<file path="config.mk">
export PLATFORM = sky130hd
export DESIGN_NAME = aud_top
export DESIGN_NICKNAME = d
export VERILOG_FILES = /design/src/verilog/aud_pkg.sv /design/src/verilog/aud_clk_gen.sv /design/src/verilog/aud_dsp.sv /design/src/verilog/aud_dac_serializer.sv /design/src/verilog/aud_top.sv
export SDC_FILE = /design/constraint.sdc
export NUM_CORES = 1
export LEC_CHECK = 0
export ABC_AREA = 1
export ABC_CLOCK_PERIOD_IN_PS = 11000
export BUFFER_PORTS_ARGS = -buffer_cell sky130_fd_sc_hd__buf_4
export CAP_MARGIN = 20
export CELL_PAD_IN_SITES_DETAIL_PLACEMENT = 1
export CELL_PAD_IN_SITES_GLOBAL_PLACEMENT = 1
export CORE_MARGIN = 2
export CORE_UTILIZATION = 30
export CTS_CLUSTER_SIZE = 14
export DETAILED_ROUTE_END_ITERATION = 6
export PLACE_DENSITY_LB_ADDON = 0.05
export SETUP_SLACK_MARGIN = 0.05
export SLEW_MARGIN = 0
export SYNTH_ARGS = -nofsm -noshare
export SYNTH_HDL_FRONTEND = slang
export SYNTH_SLANG_ARGS = --single-unit
</file>
<file path="constraint.sdc">
create_clock -name i_clk -period 11 [get_ports i_clk]
set_input_delay 1.1 -clock i_clk [delete_from_list [all_inputs] [get_ports i_clk]]
set_output_delay 1.1 -clock i_clk [all_outputs]
set_load 0.005 [all_outputs]
</file>
<file path="src/verilog/aud_pkg.sv">
`default_nettype none

package aud_pkg;

    localparam int BCLK_HALF         = 4;  // i_clk cycles per bclk half period
    localparam int SLOTS_PER_CHANNEL = 16; // bclk periods per lrck half
    localparam int SAMPLE_W          = 16;
    localparam int ADDR_W            = 20;
    localparam int SPEED_W           = 4;

    localparam int BCLK_CNT_W = $clog2(BCLK_HALF);
    localparam int SLOT_CNT_W = $clog2(SLOTS_PER_CHANNEL);
    localparam int BIT_CNT_W  = $clog2(SAMPLE_W + 1);

    localparam logic [BCLK_CNT_W-1:0] BCLK_HALF_LAST = BCLK_CNT_W'(BCLK_HALF - 1);
    localparam logic [SLOT_CNT_W-1:0] SLOT_LAST      = SLOT_CNT_W'(SLOTS_PER_CHANNEL - 1);
    localparam logic [BIT_CNT_W-1:0]  SAMPLE_BITS    = BIT_CNT_W'(SAMPLE_W);

    typedef enum logic [1:0] {
        ST_IDLE,
        ST_PLAY,
        ST_PAUSE
    } play_state_t;

    // value * (1/speed), reciprocals in Q16
    function automatic logic [SAMPLE_W-1:0] div_by_speed(
        input logic [SAMPLE_W-1:0] value,
        input logic [SPEED_W-1:0]  speed
    );
        logic [SAMPLE_W-1:0]   recip;
        logic [2*SAMPLE_W-1:0] prod;
        begin
            case (speed)
                4'd2:    recip = 16'h8000; // exact halving
                4'd3:    recip = 16'h5555;
                4'd4:    recip = 16'h4000;
                4'd5:    recip = 16'h3333;
                4'd6:    recip = 16'h2AAA;
                4'd7:    recip = 16'h2492;
                4'd8:    recip = 16'h2000;
                4'd9:    recip = 16'h1C71;
                4'd10:   recip = 16'h1999;
                4'd11:   recip = 16'h1745;
                4'd12:   recip = 16'h1555;
                4'd13:   recip = 16'h13B1;
                4'd14:   recip = 16'h1249;
                4'd15:   recip = 16'h1111;
                default: recip = '0;       // speed 0 and 1 pass through
            endcase
            prod = value * recip;
            if (speed <= 4'd1) begin
                div_by_speed = value;
            end else begin
                div_by_speed = prod[2*SAMPLE_W-1:SAMPLE_W];
            end
        end
    endfunction

endpackage

`default_nettype wire

</file>
<file path="src/verilog/aud_clk_gen.sv">
`default_nettype none

module aud_clk_gen (
    input  logic i_clk,
    input  logic i_rst_n,
    output logic o_bclk,
    output logic o_daclrck,
    output logic o_frame_stb,
    output logic o_bclk_fall
);

    logic [aud_pkg::BCLK_CNT_W-1:0] div_cnt;
    logic [aud_pkg::SLOT_CNT_W-1:0] slot_cnt;
    logic                           half_end;
    logic                           fall_now;
    logic                           slot_end;

    assign half_end = (div_cnt == aud_pkg::BCLK_HALF_LAST);
    assign fall_now = half_end && o_bclk;                 // bclk goes low at this edge
    assign slot_end = (slot_cnt == aud_pkg::SLOT_LAST);

    always_ff @(posedge i_clk or negedge i_rst_n) begin
        if (!i_rst_n) begin
            div_cnt <= '0;
        end else if (half_end) begin
            div_cnt <= '0;
        end else begin
            div_cnt <= div_cnt + 1'b1;
        end
    end

    always_ff @(posedge i_clk or negedge i_rst_n) begin
        if (!i_rst_n) begin
            o_bclk      <= 1'b0;
            o_daclrck   <= 1'b1;                          // start in the right half
            slot_cnt    <= '0;
            o_bclk_fall <= 1'b0;
            o_frame_stb <= 1'b0;
        end else begin
            o_bclk_fall <= fall_now;
            o_frame_stb <= fall_now && slot_end && o_daclrck;
            if (half_end) begin
                o_bclk <= ~o_bclk;
            end
            if (fall_now) begin
                if (slot_end) begin
                    slot_cnt  <= '0;
                    o_daclrck <= ~o_daclrck;              // lrck moves on a bclk fall
                end else begin
                    slot_cnt <= slot_cnt + 1'b1;
                end
            end
        end
    end

    // the frame strobe marks the left half and lines up with a bclk fall
    a_frame_on_lrck_fall : assert property (
        @(posedge i_clk) disable iff (!i_rst_n)
        o_frame_stb |-> $fell(o_daclrck) && o_bclk_fall
    ) else $error("frame strobe not at left half start");

endmodule

`default_nettype wire

</file>
<file path="src/verilog/aud_dsp.sv">
`default_nettype none

module aud_dsp (
    input  logic                         i_clk,
    input  logic                         i_rst_n,
    input  logic                         i_start,
    input  logic                         i_pause,
    input  logic                         i_stop,
    input  logic                         i_fast,          // 1 skips samples, 0 repeats them
    input  logic                         i_interpolation, // slow mode: 0 hold, 1 linear
    input  logic                         i_frame_stb,
    input  logic [aud_pkg::SPEED_W-1:0]  i_speed,
    input  logic [aud_pkg::SAMPLE_W-1:0] i_sram_data,
    output logic [aud_pkg::ADDR_W-1:0]   o_sram_addr,
    output logic [aud_pkg::SAMPLE_W-1:0] o_sample
);

    aud_pkg::play_state_t state;

    logic [aud_pkg::ADDR_W-1:0]   addr;
    logic [aud_pkg::ADDR_W-1:0]   step_size;
    logic [aud_pkg::SAMPLE_W-1:0] prev_data;
    logic [aud_pkg::SAMPLE_W-1:0] out_data;
    logic [aud_pkg::SAMPLE_W-1:0] prev_part;
    logic [aud_pkg::SAMPLE_W-1:0] next_part;
    logic [aud_pkg::SAMPLE_W-1:0] blend;
    logic [aud_pkg::SPEED_W-1:0]  speed_eff;
    logic [aud_pkg::SPEED_W-1:0]  speed_last;
    logic [aud_pkg::SPEED_W-1:0]  weight_prev;
    logic [aud_pkg::SPEED_W-1:0]  interp_cnt;
    logic                         slot_end;
    logic                         load_first;
    logic                         play_step;
    logic                         addr_step;
    logic                         stop_now;

    assign speed_eff   = (i_speed == '0) ? {{(aud_pkg::SPEED_W-1){1'b0}}, 1'b1} : i_speed;
    assign speed_last  = speed_eff - 1'b1;
    assign weight_prev = speed_eff - interp_cnt;
    assign slot_end    = (interp_cnt >= speed_last);      // last repeat of this sample

    // fast mode jumps by the speed, slow mode walks one word at a time
    assign step_size = i_fast
                     ? {{(aud_pkg::ADDR_W-aud_pkg::SPEED_W){1'b0}}, speed_eff}
                     : {{(aud_pkg::ADDR_W-1){1'b0}}, 1'b1};

    assign load_first = (state == aud_pkg::ST_IDLE) && i_start;
    assign stop_now   = (state != aud_pkg::ST_IDLE) && i_stop;
    assign play_step  = (state == aud_pkg::ST_PLAY) && !i_stop && !i_pause && i_frame_stb;
    assign addr_step  = play_step && (i_fast || slot_end);

    // linear blend between the held word and the one at the current address
    assign prev_part = aud_pkg::div_by_speed(prev_data, speed_eff);
    assign next_part = aud_pkg::div_by_speed(i_sram_data, speed_eff);
    assign blend     = prev_part * weight_prev + next_part * interp_cnt;

    always_ff @(posedge i_clk or negedge i_rst_n) begin
        if (!i_rst_n) begin
            state      <= aud_pkg::ST_IDLE;
            addr       <= '0;
            interp_cnt <= '0;
        end else begin
            case (state)
                aud_pkg::ST_IDLE: begin
                    if (i_start) begin
                        state      <= aud_pkg::ST_PLAY;
                        addr       <= step_size;          // word 0 is taken now
                        interp_cnt <= '0;
                    end
                end
                aud_pkg::ST_PLAY: begin
                    if (i_stop) begin
                        state <= aud_pkg::ST_IDLE;
                        addr  <= '0;
                    end else if (i_pause) begin
                        state <= aud_pkg::ST_PAUSE;
                    end else if (i_frame_stb) begin
                        if (i_fast || slot_end) begin
                            addr       <= addr + step_size;
                            interp_cnt <= '0;
                        end else begin
                            interp_cnt <= interp_cnt + 1'b1;
                        end
                    end
                end
                aud_pkg::ST_PAUSE: begin
                    if (i_stop) begin
                        state <= aud_pkg::ST_IDLE;
                        addr  <= '0;
                    end else if (!i_pause) begin
                        state <= aud_pkg::ST_PLAY;
                    end
                end
                default: begin
                    state <= aud_pkg::ST_IDLE;
                end
            endcase
        end
    end

    always_ff @(posedge i_clk) begin
        if (load_first || addr_step) begin
            prev_data <= i_sram_data;
        end
    end

    always_ff @(posedge i_clk or negedge i_rst_n) begin
        if (!i_rst_n) begin
            out_data <= '0;
        end else if (stop_now) begin
            out_data <= '0;                               // silence once stopped
        end else if (play_step) begin
            if (i_fast || !i_interpolation) begin
                out_data <= prev_data;
            end else begin
                out_data <= blend;
            end
        end
    end

    assign o_sram_addr = addr;
    assign o_sample    = out_data;

    a_addr_cause : assert property (
        @(posedge i_clk) disable iff (!i_rst_n)
        !$stable(addr) |-> $past(i_frame_stb || i_start || i_stop)
    ) else $error("address moved without strobe, start or stop");

    a_interp_bound : assert property (
        @(posedge i_clk) disable iff (!i_rst_n)
        (play_step && !i_fast) |=> (interp_cnt < $past(speed_eff))
    ) else $error("interpolation count reached the speed");

endmodule

`default_nettype wire

</file>
<file path="src/verilog/aud_dac_serializer.sv">
`default_nettype none

module aud_dac_serializer (
    input  logic                         i_clk,
    input  logic                         i_rst_n,
    input  logic                         i_frame_stb,
    input  logic                         i_bclk_fall,
    input  logic [aud_pkg::SAMPLE_W-1:0] i_sample,
    output logic                         o_dacdat
);

    logic                          load_pend;
    logic                          load;
    logic [aud_pkg::SAMPLE_W-1:0]  shreg;
    logic [aud_pkg::BIT_CNT_W-1:0] bit_cnt;  // bits already put on o_dacdat

    // the frame strobe normally arrives with a bclk fall, so the msb is on the
    // line before the first bclk rise of the left half; otherwise it waits
    assign load = i_bclk_fall && (i_frame_stb || load_pend);

    always_ff @(posedge i_clk or negedge i_rst_n) begin
        if (!i_rst_n) begin
            load_pend <= 1'b0;
        end else if (i_frame_stb && !i_bclk_fall) begin
            load_pend <= 1'b1;
        end else if (i_bclk_fall) begin
            load_pend <= 1'b0;
        end
    end

    always_ff @(posedge i_clk) begin
        if (load) begin
            shreg <= {i_sample[aud_pkg::SAMPLE_W-2:0], 1'b0};
        end else if (i_bclk_fall) begin
            shreg <= {shreg[aud_pkg::SAMPLE_W-2:0], 1'b0};
        end
    end

    always_ff @(posedge i_clk or negedge i_rst_n) begin
        if (!i_rst_n) begin
            o_dacdat <= 1'b0;
            bit_cnt  <= aud_pkg::SAMPLE_BITS;               // nothing to send
        end else if (load) begin
            o_dacdat <= i_sample[aud_pkg::SAMPLE_W-1];     // msb first
            bit_cnt  <= {{(aud_pkg::BIT_CNT_W-1){1'b0}}, 1'b1};
        end else if (i_bclk_fall) begin
            if (bit_cnt < aud_pkg::SAMPLE_BITS) begin
                o_dacdat <= shreg[aud_pkg::SAMPLE_W-1];
                bit_cnt  <= bit_cnt + 1'b1;
            end else begin
                o_dacdat <= 1'b0;                          // pad the rest of the frame
            end
        end
    end

    a_bit_cnt_range : assert property (
        @(posedge i_clk) disable iff (!i_rst_n)
        bit_cnt <= aud_pkg::SAMPLE_BITS
    ) else $error("bit counter past sample width");

endmodule

`default_nettype wire

</file>
<file path="src/verilog/aud_top.sv">
`default_nettype none

module aud_top (
    input  logic                         i_clk,
    input  logic                         i_rst_n,
    input  logic                         i_start,
    input  logic                         i_pause,
    input  logic                         i_stop,
    input  logic                         i_fast,
    input  logic                         i_interpolation,
    input  logic [aud_pkg::SPEED_W-1:0]  i_speed,
    input  logic [aud_pkg::SAMPLE_W-1:0] i_sram_data,
    output logic [aud_pkg::ADDR_W-1:0]   o_sram_addr,
    output logic                         o_bclk,
    output logic                         o_daclrck,
    output logic                         o_dacdat
);

    logic                         frame_stb;
    logic                         bclk_fall;
    logic [aud_pkg::SAMPLE_W-1:0] sample;     // held for a whole frame

    aud_clk_gen u_clk_gen (
        .i_clk       (i_clk),
        .i_rst_n     (i_rst_n),
        .o_bclk      (o_bclk),
        .o_daclrck   (o_daclrck),
        .o_frame_stb (frame_stb),
        .o_bclk_fall (bclk_fall)
    );

    aud_dsp u_dsp (
        .i_clk           (i_clk),
        .i_rst_n         (i_rst_n),
        .i_start         (i_start),
        .i_pause         (i_pause),
        .i_stop          (i_stop),
        .i_fast          (i_fast),
        .i_interpolation (i_interpolation),
        .i_frame_stb     (frame_stb),
        .i_speed         (i_speed),
        .i_sram_data     (i_sram_data),
        .o_sram_addr     (o_sram_addr),
        .o_sample        (sample)
    );

    aud_dac_serializer u_serializer (
        .i_clk       (i_clk),
        .i_rst_n     (i_rst_n),
        .i_frame_stb (frame_stb),
        .i_bclk_fall (bclk_fall),
        .i_sample    (sample),
        .o_dacdat    (o_dacdat)
    );

endmodule

`default_nettype wire

</file>
# After elaboration in Yosys (flattened, before gate mapping)
# Memories as Yosys holds them, arrays and structs flattened.
# Cells that the tools add are included.
dict set report word_totals {
  rom_bits 512
  memories 2
  out_inout_bits 23
  elab_cells 119
  reg_bits 90
  inputBits 27
}
# memory depth width read_ports rd_clocked_by_memory_dff wr line
set memory_table {}
lappend memory_table {{(no name shown)} 16 16 1 0 0 aud_pkg.sv:33} ;# case (speed)
lappend memory_table {{(no name shown)} 16 16 1 0 0 aud_pkg.sv:33}
dict set report op_classes {
  n_lt_le_gt_ge 3
  eq_ne 14
  muxes 38
  n_reduce_logical 33
  addsub 8
  bitwise_logic 2
  n_mul 4
}
# op count
set ops {}
lappend ops {{$mux 20} 6}
lappend ops {{$mux 16} 7}
lappend ops {{$mul 16x16->32} 2}
lappend ops {{$pmux 20 s3} 1}
lappend ops {{$mul 16x4->16} 2}
lappend ops {{$mux 4} 8}
lappend ops {{$add 20x20->20} 1}
lappend ops {{$add 16x16->16} 1}
lappend ops {{$mux 5} 3}
lappend ops {{$ne 3x3->1 const B} 5}
lappend ops {{$mux 2} 6}
lappend ops {{$reduce_bool 2->1} 6}
lappend ops {{$logic_and 1x1->1} 11}
lappend ops {{$ne 2x2->1 const B} 5}
lappend ops {{$add 4x1->4 const B} 2}
lappend ops {{$pmux 4 s2} 1}
lappend ops {{$pmux 2 s3} 1}
lappend ops {{$reduce_and 6->1} 1}
lappend ops {{$add 5x1->5 const B} 1}
lappend ops {{$lt 5x5->1 const B} 1}
lappend ops {{$mux 1} 5}
lappend ops {{$reduce_and 5->1} 1}
lappend ops {{$eq 2x2->1 const B} 2}
lappend ops {{$eq 4x4->1 const B} 1}
lappend ops {{14 further kinds} 22}

# Longest topological paths before layout
dict set report logic_depth {
  depth_word 10
  mapped_depth 65
  ltp_nobuf 63
}

# Modules after synthesis
# A second synthesis with hierarchy kept.
dict set report hier_totals {
  cells_unflattened 3088
  hier_area_um2 24556.1
}
# module seq_area_each_um2 cells_per_inst instances area_each_um2
set modules_own_cells {}
lappend modules_own_cells {aud_dsp 1531.5 2942 1 23102.2}
lappend modules_own_cells {aud_dac_serializer 626.9 106 1 1008.5}
lappend modules_own_cells {aud_clk_gen 251.5 40 1 445.4}

# Least setup slack after synthesis
# Ideal clock, no wire load.
dict set report synth_timing {
  path_kind {input to register}
  from {in i_speed[3] (netlist name)}
  to {reg u_dsp.out_data (netlist bit u_dsp.o_sample[14])}
  required_time_ps 10868
  slack_ps -591
  setup_ps 132
  path_stages 61
  arrival_time_ps 11459
  n_path_buf 2
  cell_sequence {buf_2 -> nor2_1 -> inv_2 -> nor2_2 -> nor2_1 -> inv_1 -> nand2_1 -> a21oi_1 -> clkinv_1 -> clkbuf_1 -> nor2_1 -> fa_1 -> inv_1 -> fa_1 -> inv_1 -> fa_1 -> inv_1 -> fa_1 -> [25 not listed] -> nand2_1 -> inv_1 -> o21ai_0 -> nand2_1 -> a21oi_1 -> o21ai_0 -> a21oi_1 -> o21ai_0 -> nand2_1 -> nand2_1 -> a21oi_1 -> inv_1 -> a21oi_1 -> nor2_1 -> nor2_1 -> xnor2_1 -> o21ai_0 -> o21ai_0}
}
dict set report synth_via {
  elab_chain_cells 10
  word_cells_on_any_way 16
  cone_classes {2 x add/sub; 4 x mul; 1 x order compare; 6 x mux; 1 x reduce/logical; 2 x memory}
}
# element line
set synth_rtl {}
lappend synth_rtl {{from (decl)} aud_top.sv:11} ;# input logic [aud_pkg::SPEED_W-1:0] i_speed,
lappend synth_rtl {{$logic_not 4->1} aud_dsp.sv:37} ;# assign speed_eff = (i_speed == '0) ? {{(aud_pkg::SPEED_W-1){1'b0}}, 1'b1} : i_speed;
lappend synth_rtl {{$mux 4 *} aud_dsp.sv:37}
lappend synth_rtl {{$mem_v2 16x16} --}
lappend synth_rtl {{$mul 16x16->32} aud_pkg.sv:50} ;# prod = value * recip;
lappend synth_rtl {{$mux 16} aud_pkg.sv:51} ;# if (speed <= 4'd1) begin
lappend synth_rtl {{$mul 16x4->16} aud_dsp.sv:55} ;# assign blend = prev_part * weight_prev + next_part * interp_cnt;
lappend synth_rtl {{$add 16x16->16 *} aud_dsp.sv:55}
lappend synth_rtl {{$mux 16 *} aud_dsp.sv:113} ;# if (i_fast || !i_interpolation) begin
lappend synth_rtl {{$mux 16 *} aud_dsp.sv:112} ;# end else if (play_step) begin
lappend synth_rtl {{$mux 16 *} aud_dsp.sv:110} ;# end else if (stop_now) begin
lappend synth_rtl {{to (signal assigned)} aud_dsp.sv:114} ;# out_data <= prev_data;
lappend synth_rtl {{to (signal assigned)} aud_dsp.sv:116} ;# out_data <= blend;
lappend synth_rtl {{to (decl)} aud_dsp.sv:23} ;# logic [aud_pkg::SAMPLE_W-1:0] out_data;
# Mark *: on every way between the ends. The rest lies on a longest branch, timed or not. The select of a mux whose other input is x is not followed.
# A chain may end at the register's enable or synchronous reset.

# Worst setup path in the final report
dict set report layout_timing {
  from {in i_speed[2] (netlist name)}
  to {reg u_dsp.out_data (netlist bit u_dsp.o_sample[15])}
}
# The elaborated chain is that of the path after synthesis.

==> impl_results.md <==
- Placed cell areas: approximately 30000 um2
- Post-Place Setup Slack: -1.01 ns
- Number of unique standard cell types used by synthesis: 55
- DR WL/cell: around 21 um
- Area grow syn2layout: 28.9%
- Final routed DRC violation total: 0
- # port buffers: 49
- Share of layout cells above drive strength 1: 0.241
- Level count of the clock H-tree: 3
- Final Routed Wirelength: 98.7 mm
- Clk root buf: clkbuf_16
- Filler instances: 9696
- Max stage delay cell, worst path: fa_1
- Standard-cell row count: 104
- Placeable core area: a little over 80000 um2
- CTS tree: built
- Total of max-cap violations: 0
- Final Hold Fails: 0
- Die outline height: 289 um
- Actual transition at the worst max-transition pin: ~0.85 ns
- Synth async-reset ratio: 0.656
- Initial DRC Count: between 900 and 1000
- Top-level port count: 50
- Count of antenna-violating nets left after detailed routing: 0
- Final non-filler cell area: 31500 um2
- Most used flip-flop cell after synthesis: dfrtp_1
- Final net count: 4302
- Outcome: finished, violations left
- Yosys warning count: 0
- Clock-pin slew on the worst setup and hold paths: ~0.090 ns
- Seq cells post-synth: 90
- Post-route setup slack: -0.224 ns
- Crit path max fanout: 4
- Max Clock Freq: between 80 and 90 MHz
- Share of synthesized area occupied by flip-flops and latches: 0.0987
- Cell count after synthesis: about 3100
- Final Wtd Congestion: 0.890
- # clock sinks: 90
- Syn Std Cell Area: between 20000 and 25000 um2
- Maximum number of pins on one net before global-route repair: 60
- Mapped Nets: 3806
- Violations in the final reports: negative setup slack
- Largest incremental delay on the critical path: approximately 0.60 ns
- Final cycle utilization of the critical path: 1.02
- Initial cell density of the core: 0.303
- Placed wire-length estimate after detailed placement: ~85 mm
- Critical setup path kind: in -> reg
- Maximum clock path buffer count: 2
- First-pass GRT wire length: roughly 150 mm
- Skew final: 0.0214 ns
- Die ar.: 83700 um2
- CP arrival: 11.56 ns
- Relative slew slack: 0.431
- Detailed-route via count: 21800
- Number of diodes: 0
- Post-synth EDFFs: 31
- Avg Vias per Cell: around 4.7
- Overall overflow remaining after global route: 0
- Hold buffer count at cts: 0
- Number of global-route vias before repair: ~25000
- Mapped Avg Cell Area: around 8.0 um2
- Setup repair after global routing missed its margin: yes
- Crit start category: input port
- Setup violations, final: 6
- Worst skew pair latency: about 0.4 ns
- Chip width: between 200 and 300 um
- Overall fraction of global-route tracks in use: 0.242
- Slew Viols, Final: 0
- CTS Buf Count: 9
- Number of antenna violations at the first check in global routing: 1
- Final Critical Period: ~11 ns
- Worst hold-check path type: reg -> reg
- Number of detailed-route iterations in the first pass: 4
- Setup crit end kind: flop
- Required time reported for the critical path endpoint: between 10 and 15 ns
- Most repeated library cell on the critical path: fa_1
[area by class of cell]
class	count	area [um2]	share of cell area
Clock inverter	6	63.8	0.00203
Timing Repair Buffer	580	4760	0.151
Tap cell	1060	1330	0.0422
Multi-Input combinational cell	2160	19900	0.633
Sequential cell	90	2410	0.0766
Clock buffer	10	250	0.00795
Inverter	725	2740	0.0872
[cell usage in the layout, fill, tap and decap left out, types with 26 or more instances in the layout]
master / instances
a21oi_1: 77
a21oi_2: 28
buf_4: 528
buf_6: 26
dfrtp_1: 57
edfxtp_1: 31
fa_1: 455
ha_1: 226
inv_1: 674
inv_2: 31
nand2_1: 514
nand2_2: 40
nand3_1: 54
nor2_1: 372
nor2_2: 27
o21ai_0: 81
xnor2_1: 27
[worst paths after layout]
kind	to	startpoint	slack [ns]	cells past startpoint
min	u_clk_gen.div_cnt[0]	u_clk_gen.div_cnt[0]	0.43	1
max reg2reg	u_dsp.o_sample[14]	u_dsp.prev_data[9]	0.92	46
min reg2reg	u_clk_gen.div_cnt[0]	u_clk_gen.div_cnt[0]	0.43	1
max	u_dsp.o_sample[15]	i_speed[2]	-0.22	60
max in group asynchronous	u_dsp.o_sample[3]	i_rst_n	9.69	1
min in group asynchronous	u_dsp.o_sram_addr[1]	i_rst_n	0.79	1
[metal layers]
layer | share of wire | global-route usage | vias to the layer above
li1 | - | - | 10200
met1 | 0.44 | 0.316 | 11100
met2 | 0.48 | 0.411 | 360
met3 | 0.034 | 0.0284 | 135
met4 | 0.040 | 0.0939 | 2
met5 | 0.00013 | 0 | -
[logic make-up after synthesis]
| group | synth area share |
|---|---|
| AND/OR/NAND/NOR | 0.182 |
| buffers and inverters | 0.127 |
| adder cells (fa/ha/maj) | 0.506 |
| AO/OA/AOI/OAI | 0.0701 |
| flip-flops | 0.0987 |
| XOR/XNOR | 0.0169 |
[metrics by stage]
stage          std cells   util  TNS, ns  hold WS (ns)
2_1_floorplan       3070      -        0         0.403
3_3_place_gp        4554  0.367    -5.99         0.414
3_5_place_dp        4555  0.367    -6.51         0.427
4_1_cts             4615  0.383   -0.260         0.438
5_1_grt             4631  0.391    -4.09         0.462
6_report            4631  0.391   -0.886         0.429
[Yosys cell counts, types with 2 or more instances]
| master | count | area [um2] |
|---|---|---|
| buf_2 | 6 | 30.0 |
| nand3_2 | 3 | 30.0 |
| nor2_1 | 413 | 1550 |
| nand3_1 | 56 | 280 |
| o2111ai_1 | 5 | 43.8 |
| o21ai_0 | 122 | 611 |
| nand2_2 | 7 | 43.8 |
| o21a_1 | 10 | 75.1 |
| or2_1 | 2 | 12.5 |
| inv_2 | 9 | 33.8 |
| edfxtp_1 | 31 | 931 |
| nand2_1 | 552 | 2070 |
| a32oi_1 | 2 | 17.5 |
| nand2_4 | 2 | 22.5 |
| o21ai_1 | 2 | 10.0 |
| clkbuf_1 | 82 | 308 |
| nor3b_1 | 2 | 15.0 |
| a31oi_1 | 6 | 37.5 |
| ha_1 | 246 | 3080 |
| o21bai_1 | 5 | 37.5 |
| nor4_1 | 8 | 50.1 |
| a211oi_1 | 4 | 30.0 |
| xnor2_1 | 35 | 307 |
| dfstp_2 | 2 | 52.6 |
| fa_1 | 463 | 9270 |
| o211ai_1 | 4 | 30.0 |
| or2_2 | 15 | 93.8 |
| a2111oi_0 | 2 | 17.5 |
| o21ai_2 | 3 | 26.3 |
| a21o_1 | 8 | 60.1 |
| nand4_1 | 17 | 106 |
| a21oi_1 | 111 | 556 |
| inv_1 | 698 | 2620 |
| buf_1 | 5 | 18.8 |
| o31ai_1 | 3 | 22.5 |
| o22ai_1 | 5 | 31.3 |
| buf_4 | 2 | 15.0 |
| nor3_1 | 19 | 95.1 |
| a32o_1 | 3 | 30.0 |
| dfrtp_1 | 57 | 1430 |
| clkinv_1 | 17 | 63.8 |
| nor2_2 | 2 | 12.5 |
| xor2_1 | 12 | 105 |
[registers in the layout, indices dropped and copies added, names as in the netlist, 4 cells and up]
signal / cells
u_dsp.interp_cnt: 4
u_clk_gen.slot_cnt: 4
u_dsp.o_sram_addr: 20
u_dsp.o_sample: 16
u_dsp.prev_data: 16
u_serializer.bit_cnt: 5
u_serializer.shreg: 15
[worst max-delay path: cells and delay by family]
family                   cells  cell delay, ns
buffers and inverters       18            1.57
AO/OA/AOI/OAI               10            1.23
XOR/XNOR                     1            0.17
adder cells (fa/ha/maj)     12            5.72
AND/OR/NAND/NOR             19            1.76
[what timing repair did]
item                       4_1_cts  5_1_grt
gates resized for setup        170      130
setup buffers                   44       18
setup endpoints to repair        9       10
pin swaps                       71       81
cloned                           1        0
Power is left out: the tool's default activity adds up to more than one toggle a clock period on the data nets, which glitch-free logic cannot reach.
